==> config.mk <==
export PLATFORM = sky130hd
export DESIGN_NAME = rename_core
export DESIGN_NICKNAME = d
export VERILOG_FILES = /design/src/rtl/rename_pkg.sv /design/src/rtl/free_list.sv /design/src/rtl/rename_maps.sv /design/src/rtl/reorder_buffer.sv /design/src/rtl/retire_ctrl.sv /design/src/rtl/rename_core.sv
export SDC_FILE = /design/constraint.sdc
export NUM_CORES = 2
export LEC_CHECK = 0
export BUFFER_PORTS_ARGS = -buffer_cell sky130_fd_sc_hd__buf_2
export CAP_MARGIN = 5
export CORE_ASPECT_RATIO = 0.8
export CORE_UTILIZATION = 35
export DETAILED_ROUTE_END_ITERATION = 8
export HOLD_SLACK_MARGIN = 0.03
export PLACE_DENSITY_LB_ADDON = 0.25
export RECOVER_POWER = 25
export SYNTH_ARGS = -nofsm -noshare
export SYNTH_HDL_FRONTEND = slang
export SYNTH_SLANG_ARGS = --single-unit
==> constraint.sdc <==
create_clock -name clock -period 4.5 [get_ports clock]
set_input_delay 0.45 -clock clock [delete_from_list [all_inputs] [get_ports clock]]
set_output_delay 0.45 -clock clock [all_outputs]
set_load 0.005 [all_outputs]
==> src/rtl/rename_pkg.sv <==
////////////////////////////////////////////////////////////
// rename core shared definitions
// sizes, opcode and state enums, packed structs passed
// between the rename, free list, ROB and retire blocks
////////////////////////////////////////////////////////////
package rename_pkg;

    // architectural and physical register files
    localparam int NUM_AR    = 32;
    localparam int AR_W      = 5;
    localparam int NUM_PR    = 64;
    localparam int PR_W      = 6;
    localparam int FL_DEPTH  = NUM_PR - NUM_AR; // regs not held by the arch map
    localparam int FL_W      = 5;
    localparam int ROB_DEPTH = 16;
    localparam int ROB_W     = 4;
    localparam int CNT_W     = 16;              // retired instruction counter

    typedef enum logic [1:0] {
        op_alu    = 2'd0,
        op_branch = 2'd1,
        op_halt   = 2'd2
    } op_e;

    typedef enum logic [1:0] {
        st_run     = 2'd0,
        st_recover = 2'd1,   // one cycle flush after a mispredict
        st_halted  = 2'd2
    } ctrl_state_e;

    ////////////////////////////////////////////////////////////
    // packed structs

    typedef struct packed {
        logic            valid;
        logic            has_dest;
        logic [AR_W-1:0] dest_ar;
        op_e             op;
    } dispatch_req_t;

    typedef struct packed {
        logic [ROB_W-1:0] rob_idx;
        logic [PR_W-1:0]  new_pr;
        logic [PR_W-1:0]  old_pr;   // previous mapping of dest_ar
    } dispatch_rsp_t;

    typedef struct packed {
        logic             valid;
        logic [ROB_W-1:0] rob_idx;
        logic             mispredict;
    } complete_t;

    typedef struct packed {
        logic            valid;
        logic            done;
        logic            mispredict;
        logic            has_dest;
        op_e             op;
        logic [AR_W-1:0] ar;
        logic [PR_W-1:0] new_pr;
        logic [PR_W-1:0] old_pr;
    } rob_entry_t;

    typedef struct packed {
        logic            valid;
        logic            has_dest;
        op_e             op;
        logic [AR_W-1:0] ar;
        logic [PR_W-1:0] new_pr;
        logic [PR_W-1:0] old_pr;
    } retire_t;

endpackage

==> src/rtl/free_list.sv <==
////////////////////////////////////////////////////////////
// physical register free list
// circular queue, pop at head, push at tail, rewind to full
////////////////////////////////////////////////////////////
`timescale 1ns/100ps

module free_list (
    input  logic                          clock,
    input  logic                          arst_n,
    input  logic                          pop,
    input  logic                          push,
    input  logic [rename_pkg::PR_W-1:0]   push_pr,
    input  logic                          rewind,
    output logic [rename_pkg::PR_W-1:0]   free_pr,
    output logic                          fl_empty
);

    logic [rename_pkg::PR_W-1:0] regs [rename_pkg::FL_DEPTH];
    logic [rename_pkg::FL_W-1:0] head;
    logic [rename_pkg::FL_W-1:0] tail;
    logic [rename_pkg::FL_W:0]   count;   // one extra bit to hold full

    assign free_pr  = regs[head];
    assign fl_empty = (count == '0);

    always_ff @(posedge clock or negedge arst_n) begin
        if (!arst_n) begin
            // regs above the arch range start free, in order
            for (int i = 0; i < rename_pkg::FL_DEPTH; i++) begin
                regs[i] <= rename_pkg::PR_W'(rename_pkg::NUM_AR + i);
            end
            head  <= '0;
            tail  <= '0;
            count <= (rename_pkg::FL_W+1)'(rename_pkg::FL_DEPTH);
        end else if (rewind) begin
            // tail minus FL_DEPTH wraps onto tail
            head  <= tail;
            count <= (rename_pkg::FL_W+1)'(rename_pkg::FL_DEPTH);
        end else begin
            if (push) begin
                regs[tail] <= push_pr;
                tail       <= tail + 1'b1;
            end
            if (pop) begin
                head <= head + 1'b1;
            end
            count <= count + (rename_pkg::FL_W+1)'(push) - (rename_pkg::FL_W+1)'(pop);
        end
    end

endmodule

==> src/rtl/rename_maps.sv <==
////////////////////////////////////////////////////////////
// register map tables
// speculative map written at dispatch, architectural map
// written at retire, restore copies arch into spec
////////////////////////////////////////////////////////////
`timescale 1ns/100ps

module rename_maps (
    input  logic                          clock,
    input  logic                          arst_n,
    input  logic                          alloc_en,
    input  logic [rename_pkg::AR_W-1:0]   alloc_ar,
    input  logic [rename_pkg::PR_W-1:0]   alloc_pr,
    output logic [rename_pkg::PR_W-1:0]   old_pr,
    input  logic                          commit_en,
    input  logic [rename_pkg::AR_W-1:0]   commit_ar,
    input  logic [rename_pkg::PR_W-1:0]   commit_pr,
    input  logic                          restore
);

    logic [rename_pkg::PR_W-1:0] spec_map [rename_pkg::NUM_AR];
    logic [rename_pkg::PR_W-1:0] arch_map [rename_pkg::NUM_AR];

    assign old_pr = spec_map[alloc_ar];   // lookup before this cycle's write

    ////////////////////////////////////////////////////////////
    // architectural map
    always_ff @(posedge clock or negedge arst_n) begin
        if (!arst_n) begin
            for (int i = 0; i < rename_pkg::NUM_AR; i++) begin
                arch_map[i] <= rename_pkg::PR_W'(i);   // identity
            end
        end else if (commit_en) begin
            arch_map[commit_ar] <= commit_pr;
        end
    end

    ////////////////////////////////////////////////////////////
    // speculative map
    always_ff @(posedge clock or negedge arst_n) begin
        if (!arst_n) begin
            for (int i = 0; i < rename_pkg::NUM_AR; i++) begin
                spec_map[i] <= rename_pkg::PR_W'(i);
            end
        end else if (restore) begin
            for (int i = 0; i < rename_pkg::NUM_AR; i++) begin
                spec_map[i] <= arch_map[i];
            end
            // fold in a commit landing in the same cycle
            if (commit_en) begin
                spec_map[commit_ar] <= commit_pr;
            end
        end else if (alloc_en) begin
            spec_map[alloc_ar] <= alloc_pr;
        end
    end

endmodule

==> src/rtl/reorder_buffer.sv <==
////////////////////////////////////////////////////////////
// reorder buffer
// circular buffer of in flight instructions, completions
// in any order, head retires in program order
////////////////////////////////////////////////////////////
`timescale 1ns/100ps

module reorder_buffer (
    input  logic                           clock,
    input  logic                           arst_n,
    input  logic                           alloc_en,
    input  rename_pkg::rob_entry_t         alloc_entry,
    output logic [rename_pkg::ROB_W-1:0]   alloc_idx,
    input  rename_pkg::complete_t          complete,
    input  logic                           retire_en,
    output rename_pkg::rob_entry_t         head_entry,
    output logic                           rob_full,
    input  logic                           flush
);

    rename_pkg::rob_entry_t         entries [rename_pkg::ROB_DEPTH];
    logic [rename_pkg::ROB_W-1:0]   head;
    logic [rename_pkg::ROB_W-1:0]   tail;
    logic [rename_pkg::ROB_W:0]     count;
    logic                           complete_hit;

    assign alloc_idx  = tail;
    assign head_entry = entries[head];
    assign rob_full   = (count == (rename_pkg::ROB_W+1)'(rename_pkg::ROB_DEPTH));

    // stale completions to freed slots are dropped
    assign complete_hit = complete.valid & entries[complete.rob_idx].valid;

    ////////////////////////////////////////////////////////////
    // pointers
    always_ff @(posedge clock or negedge arst_n) begin
        if (!arst_n) begin
            head  <= '0;
            tail  <= '0;
            count <= '0;
        end else if (flush) begin
            head  <= '0;
            tail  <= '0;
            count <= '0;
        end else begin
            if (alloc_en) begin
                tail <= tail + 1'b1;
            end
            if (retire_en) begin
                head <= head + 1'b1;
            end
            count <= count + (rename_pkg::ROB_W+1)'(alloc_en)
                           - (rename_pkg::ROB_W+1)'(retire_en);
        end
    end

    ////////////////////////////////////////////////////////////
    // entries, only the status bits are cleared
    always_ff @(posedge clock or negedge arst_n) begin
        if (!arst_n) begin
            for (int i = 0; i < rename_pkg::ROB_DEPTH; i++) begin
                entries[i].valid <= 1'b0;
                entries[i].done  <= 1'b0;
            end
        end else if (flush) begin
            for (int i = 0; i < rename_pkg::ROB_DEPTH; i++) begin
                entries[i].valid <= 1'b0;   // wrong path squashed
            end
        end else begin
            if (alloc_en) begin
                entries[tail] <= alloc_entry;
            end
            if (complete_hit) begin
                entries[complete.rob_idx].done       <= 1'b1;
                entries[complete.rob_idx].mispredict <= complete.mispredict;
            end
            if (retire_en) begin
                entries[head].valid <= 1'b0;
            end
        end
    end

endmodule

==> src/rtl/retire_ctrl.sv <==
////////////////////////////////////////////////////////////
// retire controller
// run / recover / halted FSM, gates dispatch and retire,
// raises the one cycle flush and counts retirements
////////////////////////////////////////////////////////////
`timescale 1ns/100ps

module retire_ctrl (
    input  logic                           clock,
    input  logic                           arst_n,
    input  logic                           dispatch_valid,
    input  logic                           has_dest,
    input  logic                           rob_full,
    input  logic                           fl_empty,
    input  rename_pkg::rob_entry_t         head_entry,
    output logic                           dispatch_stall,
    output logic                           dispatch_fire,
    output logic                           retire_fire,
    output logic                           flush,
    output rename_pkg::ctrl_state_e        state,
    output logic [rename_pkg::CNT_W-1:0]   retire_count
);

    rename_pkg::ctrl_state_e state_nxt;
    logic                    retire_mispredict;
    logic                    retire_halt;

    // head may only leave while running
    assign retire_fire = (state == rename_pkg::st_run) & head_entry.valid & head_entry.done;

    assign retire_mispredict = retire_fire & head_entry.mispredict &
                               (head_entry.op == rename_pkg::op_branch);
    assign retire_halt       = retire_fire & (head_entry.op == rename_pkg::op_halt);

    // structural hazards plus any non run state
    assign dispatch_stall = rob_full | (fl_empty & has_dest) |
                            (state != rename_pkg::st_run);
    assign dispatch_fire  = dispatch_valid & ~dispatch_stall;

    assign flush = (state == rename_pkg::st_recover);

    ////////////////////////////////////////////////////////////
    // next state
    always_comb begin
        state_nxt = state;
        unique case (state)
            rename_pkg::st_run: begin
                if (retire_mispredict) begin
                    state_nxt = rename_pkg::st_recover;
                end else if (retire_halt) begin
                    state_nxt = rename_pkg::st_halted;
                end
            end
            rename_pkg::st_recover: state_nxt = rename_pkg::st_run; // flush done in one
            rename_pkg::st_halted:  state_nxt = rename_pkg::st_halted; // until reset
            default:                state_nxt = rename_pkg::st_run;
        endcase
    end

    always_ff @(posedge clock or negedge arst_n) begin
        if (!arst_n) begin
            state        <= rename_pkg::st_run;
            retire_count <= '0;
        end else begin
            state <= state_nxt;
            if (retire_fire) begin
                retire_count <= retire_count + 1'b1;
            end
        end
    end

endmodule

==> src/rtl/rename_core.sv <==
////////////////////////////////////////////////////////////
// rename core top level
// single issue renaming with in order retirement, ties the
// retire controller, free list, map tables and ROB together
////////////////////////////////////////////////////////////
`timescale 1ns/100ps

module rename_core (
    input  logic                           clock,
    input  logic                           arst_n,
    input  rename_pkg::dispatch_req_t      dispatch,
    input  rename_pkg::complete_t          complete,
    output logic                           dispatch_stall,
    output rename_pkg::dispatch_rsp_t      dispatch_rsp,
    output rename_pkg::retire_t            retire,
    output logic                           recover,
    output logic                           halted,
    output logic [rename_pkg::CNT_W-1:0]   retire_count
);

    logic                            dispatch_fire;
    logic                            retire_fire;
    logic                            flush;
    rename_pkg::ctrl_state_e         state;
    logic                            rob_full;
    logic                            fl_empty;
    logic [rename_pkg::PR_W-1:0]     free_pr;
    logic [rename_pkg::PR_W-1:0]     old_pr;
    logic [rename_pkg::ROB_W-1:0]    alloc_idx;
    rename_pkg::rob_entry_t          head_entry;
    rename_pkg::rob_entry_t          alloc_entry;
    logic                            alloc_pr_en;   // dispatch that takes a free reg
    logic                            commit_en;     // retire that frees old_pr

    assign alloc_pr_en = dispatch_fire & dispatch.has_dest;
    assign commit_en   = retire_fire & head_entry.has_dest;

    ////////////////////////////////////////////////////////////
    // entry written into the ROB tail
    assign alloc_entry.valid      = 1'b1;
    assign alloc_entry.done       = 1'b0;
    assign alloc_entry.mispredict = 1'b0;
    assign alloc_entry.has_dest   = dispatch.has_dest;
    assign alloc_entry.op         = dispatch.op;
    assign alloc_entry.ar         = dispatch.dest_ar;
    assign alloc_entry.new_pr     = free_pr;
    assign alloc_entry.old_pr     = old_pr;

    assign dispatch_rsp.rob_idx = alloc_idx;
    assign dispatch_rsp.new_pr  = free_pr;
    assign dispatch_rsp.old_pr  = old_pr;

    // retiring head
    assign retire.valid    = retire_fire;
    assign retire.has_dest = head_entry.has_dest;
    assign retire.op       = head_entry.op;
    assign retire.ar       = head_entry.ar;
    assign retire.new_pr   = head_entry.new_pr;
    assign retire.old_pr   = head_entry.old_pr;

    assign recover = flush;
    assign halted  = (state == rename_pkg::st_halted);

    retire_ctrl u_ctrl (
        .clock          (clock),
        .arst_n         (arst_n),
        .dispatch_valid (dispatch.valid),
        .has_dest       (dispatch.has_dest),
        .rob_full       (rob_full),
        .fl_empty       (fl_empty),
        .head_entry     (head_entry),
        .dispatch_stall (dispatch_stall),
        .dispatch_fire  (dispatch_fire),
        .retire_fire    (retire_fire),
        .flush          (flush),
        .state          (state),
        .retire_count   (retire_count)
    );

    free_list u_fl (
        .clock    (clock),
        .arst_n   (arst_n),
        .pop      (alloc_pr_en),
        .push     (commit_en),
        .push_pr  (head_entry.old_pr),   // superseded mapping goes back
        .rewind   (flush),
        .free_pr  (free_pr),
        .fl_empty (fl_empty)
    );

    rename_maps u_maps (
        .clock     (clock),
        .arst_n    (arst_n),
        .alloc_en  (alloc_pr_en),
        .alloc_ar  (dispatch.dest_ar),
        .alloc_pr  (free_pr),
        .old_pr    (old_pr),
        .commit_en (commit_en),
        .commit_ar (head_entry.ar),
        .commit_pr (head_entry.new_pr),
        .restore   (flush)
    );

    reorder_buffer u_rob (
        .clock       (clock),
        .arst_n      (arst_n),
        .alloc_en    (dispatch_fire),
        .alloc_entry (alloc_entry),
        .alloc_idx   (alloc_idx),
        .complete    (complete),
        .retire_en   (retire_fire),
        .head_entry  (head_entry),
        .rob_full    (rob_full),
        .flush       (flush)
    );

endmodule

==> metrics.txt <==
Fin. Hold Viols=0; critical path class=flop to output port; initial antenna violation count=4; Mapped Cells=roughly 2900; first-pass GRT wire length=approximately 180 mm; Tightest Pin Transition=about 2200 ps; Final ANT Viol Nets=0; CTS H-tree lvls=3; Max VDD drop=between 0.5 and 0.6 mV; FFs w/ async S/R, synth=between 60% and 70%; TritonCTS clock tree=built; syn nets=between 2000 and 3000; Clock Sinks=about 990; WL met3=roughly 7.6 mm; CP arrival=around 3800 ps; final setup fails=0; TritonCTS buffer count=between 100 and 150; number of synthesized flops with an enable pin=roughly 340; die area=0.128 mm²; Buffers on Ports=approximately 70; Routed WL per cell=25.9 µm; CP startpoint kind=flop; Root Buffer=clkbuf_16; Crit path required time=4050 ps; Vias=roughly 26000; Finished Layout Cells=4710; clk_skew=approximately 55 ps; initial core utilization=a little over a third; Post-Route M1 WL=55.5 mm; register area share after synthesis=approximately 60%; Rel. slew slack=-45.0%; Slew Limit Fails=between 500 and 600; failing checks=max-capacitance violations, max-slew violations; # IOs=73; Final period util=approximately 95%; Syn-to-layout area delta=13.9%; vias per cell=about 5.6; Final min period=about 4300 ps; DR iter-0 viols=approximately 2400; total wire length=122 mm; Leak=approximately 21 nW; grt total ovfl=0; largest net degree at the start of global routing=159; f_max=~240 MHz; maxcap violations=9; Max Buffers Root-to-Sink=3; Pre-antenna DRT Iters=5; dpl cells=between 4000 and 5000; status=complete, but fails checks; top_reg_cell synth=dfrtp_1; crit end category=output port; Final #Nets=3013; Mapped Area=0.0443 mm²; Yosys warnings=0; unrepaired setup endpoints after global routing=false; number of remaining DRC errors=0; die height=around 320 µm; number of global-route vias before repair=between 20000 and 30000; TNS Setup=0 ps; Top Layer Used=met5; core area=around 0.13 mm²; share of layout cells above drive strength 1=between 40% and 50%; crit-path max FO=18; r2r setup slk=a little over 500 ps; Tot GR Track Use=around a fifth; dpl hpwl=slightly below 80 mm; Yosys reg bits=approximately 990; Hold Crit Class=input pin to flop; latest clock arrival within the worst-skew pair=roughly 730 ps; WL met2=between 50 and 60 mm; RePlAce Congestion=~0.86; Die X=around 400 µm; PwrDens=about 600 mW/mm²; Row Count=around 120; Avg Cell Area, Syn=around 15 µm²; post-synthesis cell type count=69; Clock transition at path regs=about 70 ps
-- worst paths after layout --
path	cells past startpoint	startpoint	to
worst max-delay path	5	u_rob.head[0]$_DFFE_PN0P_	retire[11]
worst min-delay path	3	complete[3]	u_rob.entries[21]$_DFFE_PN0N_
worst max register to register	13	u_rob.head[0]$_DFFE_PN0P_	u_fl.count[4]$_DFF_PN0_
worst min register to register	2	u_maps.spec_map[175]$_DFFE_PN1P_	u_maps.spec_map[175]$_DFFE_PN1P_
max in group asynchronous	3	arst_n	u_maps.spec_map[85]$_DFFE_PN0P_
min in group asynchronous	2	arst_n	u_fl.regs[51]$_DFFE_PN0P_
-- Yosys cell counts (32+ instances only) --
library cell / count / share of area, %
mux2_2: 341 / 8.7
a21o_1: 134 / 2.3
mux2_1: 41 / 1.0
nand3_1: 45 / 0.51
nand4_1: 32 / 0.45
nand2_1: 202 / 1.7
a22o_1: 132 / 2.6
buf_1: 33 / 0.28
mux4_2: 216 / 11
dfstp_2: 273 / 16
inv_1: 36 / 0.30
dfrtp_1: 382 / 22
edfxtp_1: 336 / 23
clkbuf_1: 126 / 1.1
nor2_1: 92 / 0.78
a22oi_1: 76 / 1.3
-- routing by layer --
metal	vias up	track usage (%)
met5	-	0
met4	2	5.03
met2	827	29.3
met3	168	3.82
li1	11200	-
met1	14200	28.0
-- repair_timing --
item | CTS | global route
hold buffers | 1 | 0
gates cloned | 1 | 0
resized for setup | 1 | 1
endpoints found under the hold margin | 37 | 0
endpoints found under the setup margin | 6 | 2
setup buffers | 0 | 2
-- cell usage in the layout, fill, tap and decap left out, drive strengths merged, types with 6 or more instances in the layout --
cell type,instances
nand4,32
mux2,390
mux4,217
a22oi,84
bufinv,12
nand2,205
nor2,92
nor3,27
ha,28
buf,175
and3b,7
nor4,28
nand3,49
nor3b,13
nand3b,9
dfstp,273
a21o,134
clkbuf,155
o21ai,24
inv,41
a221oi,10
a211oi,6
nor2b,19
xnor2,19
and2,16
edfxtp,336
dfrtp,382
clkinv,38
a221o,12
xor2,14
a22o,132
or4,7
and3,8
a21oi,17
-- sequential cells by signal, summed over array words and instances (netlist names) --
signal and flops:
u_rob.entries 368, u_fl.regs 192, u_maps.arch_map 192, u_maps.spec_map 192
u_ctrl.retire_count 16, u_fl.count 6, u_fl.head 5, u_fl.tail 5
u_rob.count 5, u_rob.alloc_idx 4, u_rob.head 4, u_ctrl.state 2
-- per-stage QoR --
step / setup WS [ps] / total power (W) / utilization [%] / cell area (µm²) / hold slack, ps
CTS: 20.0 / 0.0306 / 40.3 / 50500 / 79.3
finish: 245 / 0.0303 / 40.3 / 50500 / 139
detailed placement: 605 / 0.0215 / 37.5 / 47000 / 434
floorplan: 489 / 0.0178 / - / 44300 / 154
global placement: 523 / 0.0213 / 37.5 / 47000 / 430
global route: 75.4 / 0.0317 / 40.3 / 50500 / 141
-- cell families (layout without fill, tap and decap cells) --
group / count (synthesis) / count (layout) / share of synthesized area, %
flops: 991 / 991 / 60.5
xor+xnor: 33 / 33 / 0.652
mux: 611 / 612 / 21.1
other cells: 0 / 1 / 0
fa+ha+maj: 30 / 30 / 0.881
buf+inv: 238 / 427 / 2.27
compound gates: 434 / 434 / 7.72
simple gates: 530 / 530 / 6.92
-- power by group --
part / internal, W / switching, W
Clock: 0.00521 / 0.00368
Sequential: 0.0110 / 0.00101
Combinational: 0.00332 / 0.00614
Total: 0.0195 / 0.0108
-- critical path: stages, from the launching register on --
cell and delay (ps):
dfrtp_4 640, buf_4 410, buf_6 330, mux4_2 620, mux4_2 780, buf_2 240
-- cell type report --
type	instances	area, µm²
fill	11400	74900
sequential	991	26800
multi-input combinational	1639	16600
clock buffer	140	2900
tap	1652	2070
timing repair buffer	191	1340
clock inverter	57	631
inverter	39	154
antenna	1	2.50
(Power assumes the default switching activity.)
